==> src/design/mc_link_pkg.sv <==
package mc_link_pkg;

  localparam int addr_width_c = 14; // Word address.
  localparam int data_width_c = 32;
  localparam int eff_addr_width_c = addr_width_c + 2; // Byte address.

  localparam int mem_words_c = 64;
  localparam int mem_index_width_c = $clog2(mem_words_c);

  // First byte address served by endpoint 1.
  localparam logic [eff_addr_width_c-1:0] split_addr_c = 16'h0100;

  localparam int max_outstanding_c = 15;
  localparam int cnt_width_c = 4;

  typedef enum logic {
    mc_op_load  = 1'b0,
    mc_op_store = 1'b1
  } mc_op_e;

  typedef struct packed {
    logic [data_width_c-3:0] zero;
    logic [1:0]              part_sel; // Byte lane.
  } mc_load_info_s;

  // Stores carry a data word, loads carry the byte lane.
  typedef union packed {
    logic [data_width_c-1:0] data;
    mc_load_info_s           load_info;
  } mc_payload_u;

  typedef struct packed {
    mc_op_e                  op;
    logic [addr_width_c-1:0] addr;
    mc_payload_u             payload;
  } mc_fwd_packet_s;

  typedef struct packed {
    mc_op_e                  op;
    logic [data_width_c-1:0] data;
  } mc_ret_packet_s;

  typedef struct packed {
    logic           v;
    mc_fwd_packet_s pkt;
  } mc_fwd_link_s;

  typedef struct packed {
    logic           v;
    mc_ret_packet_s pkt;
  } mc_ret_link_s;

endpackage

==> src/design/mc_mem_endpoint.sv <==
`timescale 1ns/1ps

module mc_mem_endpoint (
  input  logic                      clk_i,
  input  logic                      reset_i,
  input  mc_link_pkg::mc_fwd_link_s req_i,
  output logic                      req_ready_o,
  output mc_link_pkg::mc_ret_link_s ret_o,
  input  logic                      ret_ready_i
);

  logic [mc_link_pkg::data_width_c-1:0] mem_r [mc_link_pkg::mem_words_c];

  logic                                      ret_v_r;
  mc_link_pkg::mc_ret_packet_s               ret_pkt_r;
  mc_link_pkg::mc_ret_packet_s               ret_pkt_n;
  logic                                      accept;
  logic                                      is_store;
  logic [mc_link_pkg::mem_index_width_c-1:0] mem_index;
  logic [mc_link_pkg::data_width_c-1:0]      rd_word;
  logic [7:0]                                rd_byte;
  logic [1:0]                                lane;

  // One-entry return buffer is free when empty or draining now.
  assign req_ready_o = ~ret_v_r | ret_ready_i;
  assign accept      = req_i.v & req_ready_o;

  assign is_store  = (req_i.pkt.op == mc_link_pkg::mc_op_store);
  assign mem_index = req_i.pkt.addr[mc_link_pkg::mem_index_width_c-1:0]; // Upper bits alias.
  assign lane      = req_i.pkt.payload.load_info.part_sel;
  assign rd_word   = mem_r[mem_index];
  assign rd_byte   = rd_word[8*lane +: 8];

  always_comb begin
    ret_pkt_n.op = req_i.pkt.op;
    if (is_store) begin
      ret_pkt_n.data = req_i.pkt.payload.data; // Echo of the stored word.
    end else begin
      ret_pkt_n.data = {{(mc_link_pkg::data_width_c-8){1'b0}}, rd_byte};
    end
  end

  // Memory reads zero after reset.
  always_ff @(posedge clk_i) begin
    if (reset_i) begin
      for (int i = 0; i < mc_link_pkg::mem_words_c; i++) begin
        mem_r[i] <= '0;
      end
    end else if (accept && is_store) begin
      mem_r[mem_index] <= req_i.pkt.payload.data;
    end
  end

  always_ff @(posedge clk_i) begin
    if (reset_i) begin
      ret_v_r <= 1'b0;
    end else if (accept) begin
      ret_v_r <= 1'b1;
    end else if (ret_ready_i) begin
      ret_v_r <= 1'b0;
    end
  end

  always_ff @(posedge clk_i) begin
    if (accept) begin
      ret_pkt_r <= ret_pkt_n;
    end
  end

  assign ret_o.v   = ret_v_r;
  assign ret_o.pkt = ret_pkt_r;

endmodule

==> config.mk <==
export PLATFORM = sky130hd
export DESIGN_NAME = mc_mem_endpoint
export DESIGN_NICKNAME = d
export VERILOG_FILES = /design/src/design/mc_link_pkg.sv /design/src/design/mc_mem_endpoint.sv
export SDC_FILE = /design/constraint.sdc
export NUM_CORES = 2
export LEC_CHECK = 0
export ABC_CLOCK_PERIOD_IN_PS = 7100
export BUFFER_PORTS_ARGS = -buffer_cell sky130_fd_sc_hd__buf_2
export CORE_ASPECT_RATIO = 2
export CORE_UTILIZATION = 50
export DETAILED_ROUTE_END_ITERATION = 6
export PLACE_DENSITY = 0.65
export SYNTH_ARGS = -nofsm -noshare
export SYNTH_HDL_FRONTEND = slang
export SYNTH_SLANG_ARGS = --single-unit
export TNS_END_PERCENT = 5
==> constraint.sdc <==
create_clock -name clk_i -period 7.1 [get_ports clk_i]
set_clock_uncertainty 0.2 [all_clocks]
set_input_delay 0.71 -clock clk_i [delete_from_list [all_inputs] [get_ports clk_i]]
set_output_delay 0.71 -clock clk_i [all_outputs]
set_load 0.05 [all_outputs]
Word level (Yosys, flattened, before mapping)
Memory sizes are Yosys's and may differ from the RTL's. Cells that the tools add are included.

Div/mod/pow operators: 0. Shift operators: 1. Eq/ne operators: 0. Add/subtract/negate cells: 0. Reduce and logical (&&, ||, !) cells: 3. $lt $le $gt $ge: 0. Multipliers: 0. Multiplexer cells: 11. Bitwise operators: 3.

Operators by type and width (number): 32-bit 2-to-1 mux (1); 32-bit OR reduction (1); 32-bit by 6-bit variable part select with 8-bit output (1); 1-bit 2-to-1 mux (8); 8-bit 2-to-1 mux (1); 6-bit 2-to-1 mux (1); 2-bit nonzero test (1); 1-bit AND (1); 1-bit logical AND (1); 1-bit NOT (1); 1-bit OR (1).

Bits in read-only memories: 0. Bits in registers: 34. Memories kept: 1. RAM bits: 2048. Latch bits: 0. Input bits: 51.

Memory list: mem_r (depth 64, width 32, rd ports 1, clocked after Yosys merged registers in 0, write ports 64, RTL line mc_mem_endpoint.sv:12) `logic [mc_link_pkg::data_width_c-1:0] mem_r [mc_link_pkg::mem_words_c];`.

Depth between registers and ports, before layout
Depth after elaboration: 9. Depth in mapped cells: 13.

Worst setup path before layout
Ideal clock, no wire load.

Path type: input -> register. From: input port ret_ready_i. To: memory mem_r[10][0] (netlist name), enable pin. Cell stages on the path: 8. Setup time: 0.375 ns. Path buffers: 2. Arrival: 3.639 ns. Path slack: 2.887 ns. Path through: nand2b_1 > and2_1 > and3b_1 > clkbuf_1 > nand2_1 > clkbuf_1 > nor2_1 > or2_2.

RTL lines: start: declaration (RTL line mc_mem_endpoint.sv:9) `input logic ret_ready_i`; end: declaration (RTL line mc_mem_endpoint.sv:12).

==> key figures <==
Power
  – Pleak: 36.9 nW
  – Total Power: 26.0 mW
  – Net switching fraction of the power: 23.9%
  – Sequential share of power: 53.6%
  – Power density over the cells: 255 mW/mm^2
  – P_sw: 6.21 mW
  – Logic pwr share: 7.3%
  – Peak VDD IR: 0.000189 V
  – Clock Power Share: 39.1%
  – Int Pwr: 19.7 mW

STA
  – Unrepaired setup endpoints after global routing: false
  – WHS: 0.391 ns
  – Final setup vio count: 0
  – Final Critical Period: 4.75 ns
  – Setup ws final: 2.35 ns
  – Highest clock rate: 211 MHz
  – Final slew viol count: 0
  – Final Hold Vio Count: 0
  – Slew headroom: 1.97%
  – Measured slew at the worst slew-check pin: 1.46 ns
  – Fin crit share: 66.8%
  – Fin Setup TNS: 0 ns

GRT
  – Number of global-route vias before repair: 59564
  – Total congestion overflow: 0
  – Initial antenna violation count: 34
  – Global-route usage over all layers: 36.5%
  – Largest net degree at the start of global routing: 92
  – First-pass GRT wire length: 472000 um

Critical path
  – Crit path buffers/inverters: 5
  – Crit-path most repeated cell: buf_4
  – CP Max Fanout: 31
  – CP peak stage delay: 0.82 ns
  – CP delay by family, top: simple AND/OR/NAND/NOR gates
  – Crit start category: input pin
  – Critical Path AT: 5.05 ns
  – Crit. End Element: flip-flop
  – Slowest stage cell, crit path: nand2_1
  – Worst endpoint required time: 7.40 ns
  – Crit path kind: input pin to flip-flop
  – Critical path cell sequence: dlygate4sd3_1, buf_2, and2_2, and3b_1, nand2_1, buf_4, nor2_2, buf_4, or2_2, buf_4

Clocking
  – Root Buffer: clkbuf_16
  – Sink Count: 2082
  – Post_cts resized: 0
  – Total CTS buffers: 182
  – Max H-tree Level: 4
  – Clock Tree Buf Depth: 4
  – CTS tree: built
  – Clock Latency Late Sink: 0.87 ns
  – CTS clock-pin slew for the worst setup and hold paths: 0.07 ns

Layout
  – Fraction of layout instances using a drive strength above 1: 13.5%
  – Register Area: 0.0625 sq mm
  – Syn-to-layout area delta: 9.50%
  – Finished Layout Cells: 9243
  – Final net count: 6668
  – Area of the multi-input gates: 0.0275 sq mm
  – Final core utilization: 55.1%
  – Final instance area: 0.102 sq mm
  – Layout fillers: 14736

Place
  – HPWL after DPL: 202000 um
  – Placer Congestion: 0.998
  – Placed insts: 8905
  – Post-DP Area: 0.0957 sq mm
  – Port bufs: 77
  – DP Worst Slack: 1.98 ns

Yosys
  – Number of synthesized flops with an enable pin: 2081
  – Asr flop ratio synth: 0%
  – Post-synthesis adder-cell area fraction: 0%
  – Synth Register Bits: 2082
  – Largest family of logic cells by synthesized area: simple AND/OR/NAND/NOR gates
  – Synth Area in XOR/XNOR: 0%
  – Post-Syn Instances: 6832
  – Avg Inst Size Synth: 13.6 sq um
  – Syn nets: 6883
  – Synth Cell Area: 0.0928 sq mm
  – Most common flop cell mapped by yosys: edfxtp_1
  – YS warnings: 0
  – Mux cell area share after synthesis: 3.91%
  – Post-synthesis simple-gate area fraction: 16.2%
  – Library cells used by synthesis: 67
  – Post-synthesis sequential area ratio: 67.4%
  – Complex-gate fraction of the synthesized area: 9.20%

Detailed routing
  – DR vias/cell: 6.62
  – Drt total wl: 344000 um
  – Remaining DRCs: 1
  – DRT antenna net count: 0
  – Routed via count: 61183
  – Wire per inst: 37.2 um
  – Drt initial violations: 8808
  – DRT Pass-1 Iters: 7

Hold path
  – Hold Crit Class: input pin to flip-flop

Floorplanning
  – Die Ht: 611 um
  – Die area: 0.187 sq mm
  – Num rows: 223
  – Core Box Area: 0.184 sq mm
  – Top Ports: 86
  – Die Width: 307 um
  – Initial core utilization: 50.3%

Run status
  – Status: finished, violations left
  – Failing checks: DRC

Flow run
  – Max Cap Violations: 0
==> power by group through the flow <==
stage	combinational (mW)	sequential, mW	clock, mW
after floorplan	0.857	14.2	0
after global placement	1.81	14.2	0
after detailed placement	1.83	14.2	0
after CTS	1.83	13.9	10.1
after global routing	1.89	13.9	10.5
final	1.89	13.9	10.1
==> metal layers <==
layer | GRT usage (%) | up-vias | share of wire, %
li1 | - | 24742 | -
met5 | 0 | - | 0.051
met2 | 58.1 | 4330 | 47
met4 | 31.4 | 22 | 10
met3 | 7.78 | 1145 | 11
met1 | 42.0 | 30944 | 32
==> registers in the layout (all words and copies together), names as in the netlist <==
name	count
mem_r	2048
ret_o	33
ret_v_r	1
==> kinds of logic (layout without fill, tap and decap cells) <==
family	count (synthesis)	after routing
other	0	18
and+or+nand+nor	2544	2544
buffers and inverters	746	664
muxes	307	307
AOI/OAI and AO/OA	1153	1153
DFF	2082	2082
==> worst reg2reg max path: stages (launching register included) <==
cell,delay (ns)
dfxtp_1,0.31
nand2b_1,0.12
and2_2,0.36
and3b_1,0.61
nand2_1,0.83
buf_4,0.45
nor2_2,0.08
buf_4,0.38
or2_2,0.56
buf_4,0.42
==> repair_timing <==
item | 4_1_cts | 5_1_grt
hold endpoints to repair | 3 | 0
setup buffers | 0 | 0
hold buffers | 3 | 0
==> worst paths after layout <==
path / start / end / slack, ns / cells past startpoint
setup reg to reg: ret_v_r / mem_r[26][28] / 2.39 / 9
setup / recovery: req_i[47] / mem_r[26][28] / 2.35 / 10
hold / removal: req_i[46] / ret_o[32] / 0.39 / 2
hold reg to reg: mem_r[37][8] / ret_o[0] / 0.79 / 3
==> cell usage after synthesis, types with 8 or more instances <==
library cell	instances	area share (%)
a21oi_1	140	0.76
a41oi_1	19	0.18
nand2_1	112	0.45
buf_4	26	0.21
nand4_1	23	0.16
edfxtp_1	2081	67
a31oi_1	90	0.61
a221oi_1	172	1.6
nand2b_1	9	0.061
a211oi_1	10	0.081
mux2i_1	153	1.7
buf_1	57	0.23
nor2b_1	10	0.067
a22o_1	83	0.78
nor3_1	145	0.78
nand3_1	26	0.14
o22ai_1	30	0.20
mux2_2	122	1.5
mux4_2	32	0.78
or2_2	69	0.47
buf_2	107	0.58
nor4_1	12	0.081
a222oi_1	31	0.33
clkbuf_1	545	2.2
o211ai_1	15	0.12
o2bb2ai_1	8	0.076
a221o_1	43	0.46
nor2_1	166	0.67
o21ai_0	93	0.50
a22oi_1	363	2.9
and2_1	1947	13
==> final cells by class <==
cell class	count	area share [%]
Tap cell	2475	3.05
Inverter	7	0.0283
Sequential cell	2082	61.5
Clock inverter	99	0.999
Multi-Input combinational cell	4004	27.1
Timing Repair Buffer	340	2.58
Antenna cell	18	0.0443
Clock buffer	218	4.70
==> placed cells by master, fill, tap and decap left out, types with 7 or more instances in the layout <==
cell,Yosys,final
a41oi_1,19,19
a221o_1,43,43
nor4_1,12,11
a222oi_1,31,31
a22o_1,83,83
a21oi_1,140,140
mux4_2,32,32
nand4_1,23,23
buf_2,107,74
mux2i_1,153,153
a2111oi_0,7,7
clkbuf_1,545,32
o211ai_1,15,15
a31oi_1,90,89
a211oi_1,10,10
nand2_1,112,108
or2_2,69,69
o2bb2ai_1,8,8
o21ai_0,93,93
and2_1,1947,1946
buf_12,0,18
a221oi_1,172,172
buf_4,26,242
diode_2,0,18
clkbuf_16,0,186
nor3_1,145,144
clkinv_1,0,38
bufinv_16,0,21
edfxtp_1,2081,2081
nor2_2,0,67
nand3_1,26,25
clkinv_2,0,29
nor2_1,166,98
mux2_2,122,122
o22ai_1,30,30
a22oi_1,363,363
Power figures use the tool's default switching activity.
