--- config.mk ---
export PLATFORM = sky130hd
export DESIGN_NAME = mc_switch_1x2
export DESIGN_NICKNAME = d
export VERILOG_FILES = /design/src/design/mc_link_pkg.sv /design/src/design/mc_outstanding_counter.sv /design/src/design/mc_rr_arbiter_2to1.sv /design/src/design/mc_switch_1x2.sv
export SDC_FILE = /design/constraint.sdc
export NUM_CORES = 1
export LEC_CHECK = 0
export ABC_AREA = 1
export BUFFER_PORTS_ARGS = -buffer_cell sky130_fd_sc_hd__buf_2
export CAP_MARGIN = 40
export CORE_AREA = 2 2 100 102
export CTS_BUF_LIST = sky130_fd_sc_hd__clkbuf_16
export DETAILED_ROUTE_END_ITERATION = 10
export DIE_AREA = 0 0 102 104
export PLACE_DENSITY = 0.64
export SETUP_SLACK_MARGIN = 0.2
export SLEW_MARGIN = 20
export SYNTH_ARGS = -nofsm -noshare
export SYNTH_HDL_FRONTEND = slang
export SYNTH_SLANG_ARGS = --single-unit
--- constraint.sdc ---
create_clock -name clk_i -period 2.6 [get_ports clk_i]
set_input_delay 0 -clock clk_i [delete_from_list [all_inputs] [get_ports clk_i]]
set_output_delay 0 -clock clk_i [all_outputs]
set_load 0.005 [all_outputs]
--- src/design/mc_link_pkg.sv ---
package mc_link_pkg;

  localparam int addr_width_c = 14; // Word address.
  localparam int data_width_c = 32;
  localparam int eff_addr_width_c = addr_width_c + 2; // Byte address.

  localparam int mem_words_c = 64;
  localparam int mem_index_width_c = $clog2(mem_words_c);

  // First byte address served by endpoint 1.
  localparam logic [eff_addr_width_c-1:0] split_addr_c = 16'h0100;

  localparam int max_outstanding_c = 15;
  localparam int cnt_width_c = 4;

  typedef enum logic {
    mc_op_load  = 1'b0,
    mc_op_store = 1'b1
  } mc_op_e;

  typedef struct packed {
    logic [data_width_c-3:0] zero;
    logic [1:0]              part_sel; // Byte lane.
  } mc_load_info_s;

  // Stores carry a data word, loads carry the byte lane.
  typedef union packed {
    logic [data_width_c-1:0] data;
    mc_load_info_s           load_info;
  } mc_payload_u;

  typedef struct packed {
    mc_op_e                  op;
    logic [addr_width_c-1:0] addr;
    mc_payload_u             payload;
  } mc_fwd_packet_s;

  typedef struct packed {
    mc_op_e                  op;
    logic [data_width_c-1:0] data;
  } mc_ret_packet_s;

  typedef struct packed {
    logic           v;
    mc_fwd_packet_s pkt;
  } mc_fwd_link_s;

  typedef struct packed {
    logic           v;
    mc_ret_packet_s pkt;
  } mc_ret_link_s;

endpackage

--- src/design/mc_outstanding_counter.sv ---
`timescale 1ns/1ps

module mc_outstanding_counter (
  input  logic                                clk_i,
  input  logic                                reset_i,
  input  logic                                inc_i,
  input  logic                                dec_i,
  output logic [mc_link_pkg::cnt_width_c-1:0] count_o
);

  logic [mc_link_pkg::cnt_width_c-1:0] count_r;
  logic                                at_max;
  logic                                at_zero;

  assign at_max  = (count_r == mc_link_pkg::cnt_width_c'(mc_link_pkg::max_outstanding_c));
  assign at_zero = (count_r == '0);

  always_ff @(posedge clk_i) begin
    if (reset_i) begin
      count_r <= '0;
    end else if (inc_i && !dec_i) begin
      if (!at_max) begin
        count_r <= count_r + 1'b1;
      end
    end else if (dec_i && !inc_i) begin
      if (!at_zero) begin
        count_r <= count_r - 1'b1; // Never wraps below zero.
      end
    end
  end

  assign count_o = count_r;

endmodule

--- src/design/mc_rr_arbiter_2to1.sv ---
`timescale 1ns/1ps

module mc_rr_arbiter_2to1 (
  input  logic                                   clk_i,
  input  logic                                   reset_i,
  input  logic [1:0]                             v_i,
  input  mc_link_pkg::mc_ret_packet_s [1:0]      data_i,
  input  logic                                   yumi_i,
  output logic                                   v_o,
  output mc_link_pkg::mc_ret_packet_s            data_o,
  output logic                                   tag_o,
  output logic [1:0]                             grant_o
);

  logic last_r; // Index of the last winner.
  logic tag;

  // After input 0 won, input 1 gets first look, and the other way round.
  always_comb begin
    if (!last_r) begin
      tag = v_i[1];
    end else begin
      tag = ~v_i[0];
    end
  end

  assign v_o    = |v_i;
  assign tag_o  = tag;
  assign data_o = data_i[tag];

  always_comb begin
    grant_o = 2'b00;
    if (v_o) begin
      grant_o[tag] = 1'b1;
    end
  end

  always_ff @(posedge clk_i) begin
    if (reset_i) begin
      last_r <= 1'b1;
    end else if (yumi_i) begin
      last_r <= tag;
    end
  end

endmodule

--- src/design/mc_switch_1x2.sv ---
`timescale 1ns/1ps

module mc_switch_1x2 (
  input  logic                                clk_i,
  input  logic                                reset_i,
  input  mc_link_pkg::mc_fwd_link_s           req_i,
  output logic                                req_ready_o,
  output mc_link_pkg::mc_fwd_link_s [1:0]     ep_req_o,
  input  logic [1:0]                          ep_req_ready_i,
  input  mc_link_pkg::mc_ret_link_s [1:0]     ep_ret_i,
  output logic [1:0]                          ep_ret_ready_o,
  output mc_link_pkg::mc_ret_link_s           ret_o,
  input  logic                                ret_ready_i
);

  typedef enum logic [1:0] {
    lock_idle,
    lock_send0,
    lock_send1
  } lock_state_e;

  lock_state_e lock_state_r;
  lock_state_e lock_state_n;

  logic [mc_link_pkg::eff_addr_width_c-1:0] eff_addr;
  logic [1:0]                               part_sel;
  logic                                     fwd_select; // High selects endpoint 1.
  logic                                     side_ok;
  logic [1:0]                               lock_mask;
  logic                                     send0;
  logic                                     send1;
  logic                                     send_drained;

  logic [1:0]                               ret_grant;
  logic [1:0]                               ret_fire;
  logic                                     ret_v;
  mc_link_pkg::mc_ret_packet_s              ret_pkt;
  logic [mc_link_pkg::cnt_width_c-1:0]      send_cnt;

  // Byte lane only counts for loads.
  assign part_sel = (req_i.pkt.op == mc_link_pkg::mc_op_load) ?
                    req_i.pkt.payload.load_info.part_sel : 2'b00;
  assign eff_addr   = {req_i.pkt.addr, part_sel};
  assign fwd_select = (eff_addr >= mc_link_pkg::split_addr_c);

  assign lock_mask[0] = (lock_state_r == lock_send0);
  assign lock_mask[1] = (lock_state_r == lock_send1);
  assign side_ok = (lock_state_r == lock_idle) | lock_mask[fwd_select];

  assign ep_req_o[0].pkt = req_i.pkt;
  assign ep_req_o[1].pkt = req_i.pkt;
  assign ep_req_o[0].v   = req_i.v & ~fwd_select & side_ok;
  assign ep_req_o[1].v   = req_i.v &  fwd_select & side_ok;

  // Held back while the other side still owes returns.
  assign req_ready_o = side_ok & ep_req_ready_i[fwd_select];

  assign send0 = ep_req_o[0].v & ep_req_ready_i[0];
  assign send1 = ep_req_o[1].v & ep_req_ready_i[1];

  mc_rr_arbiter_2to1 ret_arb (
    .clk_i   (clk_i),
    .reset_i (reset_i),
    .v_i     ({ep_ret_i[1].v & lock_mask[1], ep_ret_i[0].v & lock_mask[0]}),
    .data_i  ({ep_ret_i[1].pkt, ep_ret_i[0].pkt}),
    .yumi_i  (ret_v & ret_ready_i),
    .v_o     (ret_v),
    .data_o  (ret_pkt),
    .tag_o   (),
    .grant_o (ret_grant)
  );

  assign ret_o.v   = ret_v;
  assign ret_o.pkt = ret_pkt;

  assign ep_ret_ready_o = {2{ret_ready_i}} & lock_mask;
  assign ret_fire       = ret_grant & ep_ret_ready_o;

  mc_outstanding_counter send_cnt_u (
    .clk_i   (clk_i),
    .reset_i (reset_i),
    .inc_i   (send0 | send1),
    .dec_i   (|ret_fire),
    .count_o (send_cnt)
  );

  assign send_drained = (send_cnt == '0) & ~send0 & ~send1;

  always_comb begin
    lock_state_n = lock_state_r;
    case (lock_state_r)
      lock_idle: begin
        if (send0) begin
          lock_state_n = lock_send0;
        end else if (send1) begin
          lock_state_n = lock_send1;
        end
      end
      lock_send0, lock_send1: begin
        if (send_drained) begin
          lock_state_n = lock_idle;
        end
      end
      default: lock_state_n = lock_idle;
    endcase
  end

  always_ff @(posedge clk_i) begin
    if (reset_i) begin
      lock_state_r <= lock_idle;
    end else begin
      lock_state_r <= lock_state_n;
    end
  end

endmodule

Word-level counts from Yosys, hierarchy flattened
Index checks and enable logic that the tools add are counted.

cells by class
  muxes and demuxes = 19
  bitwise logic cells = 20
  reductions and logical operators = 13
  add/subtract/negate cells = 2
  equality and inequality tests = 7
  order comparisons = 4

operators with widths
  operator                                                                       count
  33-bit two-way mux                                                             2
  16-bit by 9-bit >= comparator with 1-bit output (second input constant)        1
  4-bit two-way mux                                                              4
  1-bit bitwise AND                                                              12
  2-bit two-way mux                                                              5
  1-bit two-way mux                                                              6
  2-bit inequality test (second input constant)                                  3
  2-bit OR reduction                                                             3
  4-bit by 1-bit adder with 4-bit output (second input constant)                 1
  2-bit bitwise AND                                                              2
  4-bit equality test (second input constant)                                    1
  4-bit logical NOT                                                              1
  1-bit by 2-bit less-than comparator with 1-bit output (second input constant)  2
  1-bit inverter                                                                 4
  2-bit case mux with 2 select lines                                             1
  4-bit by 1-bit subtractor with 4-bit output (second input constant)            1
  1-bit logical AND                                                              3
  3-bit inequality test (second input constant)                                  1
  3-bit AND reduction                                                            1
  2-bit by 1-bit equality test with 1-bit output (second input constant)         1
  2-bit equality test (second input constant)                                    1
  1-bit logical NOT                                                              2
  2-bit logical NOT                                                              1
  1-bit OR                                                                       2
  4 further kinds                                                                4

word-level totals
  bits in registers = 7
  output and inout port bits = 133

Depth between registers and ports, before layout
  depth after elaboration = 15
  gate-level depth with buffers = 16

By module
A second synthesis with hierarchy kept.

unflattened totals
  cell total of the unflattened synthesis = 333
  area, all modules = 2088.3 µm²

by module, submodules not included
  module                  cells an instance  sequential area each (µm²)  area each (µm²)  times used
  mc_switch_1x2           150                40.0                        1054.8           1
  mc_rr_arbiter_2to1      127                20.0                        678.2            1
  mc_outstanding_counter  56                 80.1                        355.3            1

Worst setup path after synthesis
Ideal clock, no wire load.

  kind = reg2reg
  start = reg lock_state_r[0]
  end = reg send_cnt_u.count_r, in the netlist send_cnt_u.count_o[3]
  period minus slack after synthesis = 2134 ps
  stages on the path, launching flop included = 16
  path slack = 466 ps
  buffers on the path = 0
  arrival time = 2064 ps
  path through = dfxtp_1 inv_1 ha_1 nand2_1 nand2_1 nand2_1 ha_1 inv_1 ha_1 nand2_1 nand2_1 a21oi_1 or2_2 nand3_1 o21ai_0 a21oi_1

between the ends
  elaborated cells between the ends (all ways) = 34
  classes of those cells = order compare (2); eq/ne (4); mux (7); bitwise (11); reduce/logical (10)

RTL lines
  item                                                                                          RTL line                                  text
  start, declared                                                                               mc_switch_1x2.sv:22                       lock_state_e lock_state_r;
  start signal, assigned                                                                        mc_switch_1x2.sv:110                      lock_state_r <= lock_idle;
  start signal, assigned                                                                        mc_switch_1x2.sv:112                      lock_state_r <= lock_state_n;
  2-bit by 1-bit equality test with 1-bit output / 2-bit equality test (equally long branches)  mc_switch_1x2.sv:46, mc_switch_1x2.sv:47
  1-bit bitwise AND                                                                             mc_switch_1x2.sv:64                       .v_i ({ep_ret_i[1].v & lock_mask[1], ep_ret_i[0].v & lock_mask[0]}),
  2-bit OR reduction (*)                                                                        mc_rr_arbiter_2to1.sv:27                  assign v_o = |v_i;
  named net ret_arb.v_o                                                                         mc_rr_arbiter_2to1.sv:9                   output logic v_o,
  2-bit two-way mux (*)                                                                         mc_rr_arbiter_2to1.sv:33                  if (v_o) begin
  2-bit bitwise AND (*)                                                                         mc_switch_1x2.sv:77                       assign ret_fire = ret_grant & ep_ret_ready_o;
  2-bit OR reduction (*)                                                                        mc_switch_1x2.sv:83                       .dec_i (|ret_fire),
  1-bit logical NOT                                                                             mc_outstanding_counter.sv:21              end else if (inc_i && !dec_i) begin
  1-bit logical AND                                                                             mc_outstanding_counter.sv:21
  2-bit inequality test (no line) / 2-bit nonzero test (equally long branches)                  n/a
  3-bit AND reduction (no line)                                                                 n/a
  end signal, assigned                                                                          mc_outstanding_counter.sv:23              count_r <= count_r + 1'b1;
  end signal, assigned                                                                          mc_outstanding_counter.sv:27              count_r <= count_r - 1'b1;
  end, declared                                                                                 mc_outstanding_counter.sv:11              logic [mc_link_pkg::cnt_width_c-1:0] count_r;

Mark *: on every way through the listed nets, which the timed path passes. The rest lies on a longest branch. The select of a mux whose other input is x is not followed.
A chain may end at the register's enable or synchronous reset.

Worst setup path after layout
  start = reg lock_state_r[0]
  end = reg send_cnt_u.count_r, in the netlist send_cnt_u.count_o[3]

between the ends
  cells in the longest elaborated chain, start to end = 15
  elaborated cells between the ends (all ways) = 34
  classes of those cells = order compare (2); eq/ne (4); mux (7); bitwise (11); reduce/logical (10)

RTL lines
  item                                                                                                                       RTL line                      text
  2-bit by 1-bit equality test with 1-bit output                                                                             mc_switch_1x2.sv:46           assign lock_mask[0] = (lock_state_r == lock_send0);
  1-bit bitwise AND                                                                                                          mc_switch_1x2.sv:64
  1-bit inverter                                                                                                             mc_rr_arbiter_2to1.sv:23      tag = ~v_i[0];
  1-bit two-way mux                                                                                                          mc_rr_arbiter_2to1.sv:20      if (!last_r) begin
  1-bit by 2-bit less-than comparator with 1-bit output (implied by the code) / 1-bit >= comparator (equally long branches)  mc_rr_arbiter_2to1.sv:34      grant_o[tag] = 1'b1;
  1-bit logical AND (implied by the code)                                                                                    mc_rr_arbiter_2to1.sv:34
  1-bit two-way mux (implied by the code)                                                                                    mc_rr_arbiter_2to1.sv:34
  1-bit demux with 1-bit select                                                                                              n/a
  2-bit two-way mux                                                                                                          mc_rr_arbiter_2to1.sv:33
  2-bit bitwise AND                                                                                                          mc_switch_1x2.sv:77
  2-bit OR reduction                                                                                                         mc_switch_1x2.sv:83
  1-bit logical NOT                                                                                                          mc_outstanding_counter.sv:21
  1-bit logical AND                                                                                                          mc_outstanding_counter.sv:21
  2-bit inequality test (no line) / 2-bit nonzero test (equally long branches)                                               n/a
  3-bit AND reduction (no line)                                                                                              n/a

Several ways; a longest one is shown, not always the timed one. The select of a mux whose other input is x is not followed.

==> results_dict.tcl <==
set metrics [dict create \
    status "complete, no violations" \
    nNetsFinal 466 \
    fill_cells 1131 \
    slew_viol_final 0 \
    crit_path_start_kind "flop" \
    p_seq_share_pct 19.3 \
    crit_end "send_cnt_u.count_o[3]" \
    synth_ff_type "dfxtp_1" \
    finalCritPeriodShare_pct 82.6 \
    clockRootBuffer "clkbuf_16" \
    critPathKind "reg2reg" \
    maxCapViolCount 0 \
    grt_pass1_wl_mm 7.58 \
    routed_via_density 3.65 \
    area_delta_synth_final_pct 13.0 \
    synthTopCellsByArea "buf_4 (41%), nand2_1 (25%), dfxtp_1 (8.0%), ha_1 (4.3%), inv_1 (3.8%)" \
    finClkSkew_ps 0.564 \
    grt_pass1_vias 1445 \
    critPathCaptureType "flop" \
    hold_viol 0 \
    finalSetupTns_ps 0 \
    p_switching_uw 204 \
    power.share.clock_pct 40.8 \
    cts_buffers 3 \
    worstPathMaxFanout 5 \
    synth_edf_count 0 \
    synth-seq-cells 7 \
    ff_latch_area_um2 145 \
    drt_iter0_markers 42 \
    numPortBuffers 136 \
    yosys.area.top_type "buf_4" \
    vias 1715 \
    wire_per_inst_um 11.7 \
    synth_cell_types 23 \
    synth_warnings 0 \
    grt-ovfl-total 0 \
    synth.avg_cell_area_um2 5.95 \
    p_sw_share_pct 31.3 \
    placedCellCount 464 \
    drtAntennaViolNets 0 \
    synth_most_common_cell "nand2_1" \
    die_h_um 104 \
    setup_viol_count_final 0 \
    io_pins 254 \
    finalNonFillerCells 470 \
    synthArstFlopShare_pct 0 \
    num_rows 36 \
    cp-startpoint "lock_state_r[0]" \
    p_int_uw 447 \
    required_ps 2720 \
    max_slew.worst_pin.slew_ps 647 \
    fin_crit_ps 2150 \
    core_region_area_um2 9550 \
    synth_cells 295 \
    die_x_um 102 \
    slew_headroom_pct 56.8 \
    htreeDepth 1 \
    synthesis.nets 423 \
    route.detailed.drc 0 \
    antenna_found_initial 0 \
    place.gp.congestion 0.820 \
    hp-class "in2out" \
    worstRegToRegCells 15 \
    drt-pass1-iter-count 4 \
    n_antenna_cell 0 \
    fmax_mhz 465 \
    dpl.hpwl_mm 4.51 \
    ir_drop_v 0.000265 \
    clk_latency_ps 240 \
    pwr-share-comb_pct 39.9 \
    r2r_start "lock_state_r[0]" \
    die_area_um2 10600 \
    rrSetupSlack_ps 450 \
    drive_above_1_share_pct 47.2 \
    synth_area_um2 1760 \
    cts_tree "yes" \
    grt_max_degree 35 \
    cp_data_arrival_time_ps 2270 \
    power_density_nw_per_um2 328 \
    yosysTopAreaCellShare_pct 40.6 \
    cts.clk_slew.worst_paths_ps 40 \
    r2r-end "send_cnt_u.count_o[3]" \
    leakagePower_nw 1.22 \
    grt_setup_unrepaired "no" \
    wl_mm 5.48 \
    multi_input_area_um2 816 \
    synth_common_cells "nand2_1 (119), buf_4 (95), inv_1 (18)" \
    start_util_pct 18.4 \
    seq_area_frac_synth_pct 7.98 \
    track_usage_pct 9.22 \
    cts_sinks 7 \
    clk_path_buf_depth 2 \
]
cell usage in the layout (no fill, tap or decap):
cell type,netlist,layout
a21oi_1,7,7
buf_2,6,136
buf_4,95,2
clkbuf_16,0,3
dfxtp_1,7,5
dfxtp_2,0,1
dfxtp_4,0,1
dlygate4sd3_1,0,1
fa_1,1,1
ha_1,6,5
ha_4,0,1
inv_1,18,17
inv_2,1,3
nand2_1,119,118
nand2_2,4,5
nand3_1,5,5
nand3_2,1,1
nand4_1,2,2
nand4_4,1,1
nor2_1,7,7
nor2_2,2,2
nor2_8,1,1
nor3_1,2,2
nor3_2,1,1
o21ai_0,6,6
or2_1,1,1
or2_2,1,1
xor2_1,1,1
how the worst min path moves through the flow:
| stage | startpoint | to | slack, ps | cells after the start |
|---|---|---|---|---|
| 2_1_floorplan | reset_i | lock_state_r[0] | 70 | 1 |
| 3_3_place_gp | req_i[33] | ep_req_o[33] | 0.05 | 0 |
| 3_5_place_dp | req_i[33] | ep_req_o[33] | 0.05 | 0 |
| 4_1_cts | req_i[33] | ep_req_o[33] | 0.05 | 0 |
| 5_1_grt | req_i[11] | ep_req_o[59] | 0.02 | 0 |
| 6_report | req_i[21] | ep_req_o[69] | 0.003 | 0 |
state kept, by name (all words and copies together), names as in the netlist:
signal	cells
send_cnt_u.count_o	4
lock_state_r	2
ret_arb.last_r	1
timing repair:
action                                  4_1_cts  5_1_grt
hold endpoints to repair                      2        0
resized for setup                             0        8
endpoints found under the setup margin        0        1
hold buffers                                  1        0
buffers inserted                              0        1
cell families (layout without fill, tap and decap cells):
| family | Yosys count | after routing | synth area share [%] |
|---|---|---|---|
| AO/OA/AOI/OAI | 13 | 13 | 3.71 |
| XOR/XNOR | 1 | 1 | 0.499 |
| adder cells (fa/ha/maj) | 7 | 7 | 5.42 |
| buffers and inverters | 120 | 162 | 46.4 |
| flip-flops | 7 | 7 | 7.98 |
| AND/OR/NAND/NOR | 147 | 147 | 36.0 |
through the flow:
stage / hold slack, ps / cell area, um2 / setup WS (ps) / power (mW) / utilization (%)
final: 0.00285 / 1980 / 451 / 0.651 / 20.8
after detailed placement: 0.0526 / 1870 / 283 / 0.384 / 19.5
after floorplan: 69.1 / 1760 / 466 / 0.361 / -
after global placement: 0.0526 / 1870 / 308 / 0.384 / 19.5
after CTS: 0.0526 / 1960 / 275 / 0.653 / 20.5
after global routing: 0.0229 / 1980 / 194 / 0.695 / 20.8
area by class of cell:
type	instances	area share, %
inverter	19	3.60
tap	133	8.39
timing repair buffer	139	35.6
clock buffer	3	3.79
clock inverter	1	0.189
sequential	7	7.32
multi-input combinational	168	41.1
critical path, stage by stage (launching register included):
cell,delay [ps]
dfxtp_4,350
inv_1,60
ha_1,200
nand2_1,70
nand2_1,80
nand2_2,110
ha_4,160
inv_2,50
ha_1,260
nand2_1,70
nand2_1,50
a21oi_1,140
or2_2,130
nand3_1,80
o21ai_0,170
a21oi_1,50
layer usage:
layer | up-vias | wire [um] | share of wire (%) | GRT usage [%]
met4 | 0 | 200 | 3.7 | 4.86
met5 | - | 0 | 0 | 0
met1 | 692 | 2030 | 37 | 10.4
li1 | 884 | - | - | -
met2 | 109 | 2550 | 47 | 14.7
met3 | 30 | 694 | 13 | 3.76
power by group through the flow:
stage	sequential (mW)	combinational [mW]	clock [mW]
2_1_floorplan	0.126	0.235	0
3_3_place_gp	0.128	0.256	0
3_5_place_dp	0.128	0.256	0
4_1_cts	0.126	0.258	0.269
5_1_grt	0.127	0.295	0.272
6_report	0.126	0.260	0.266
(Power assumes the default switching activity.)
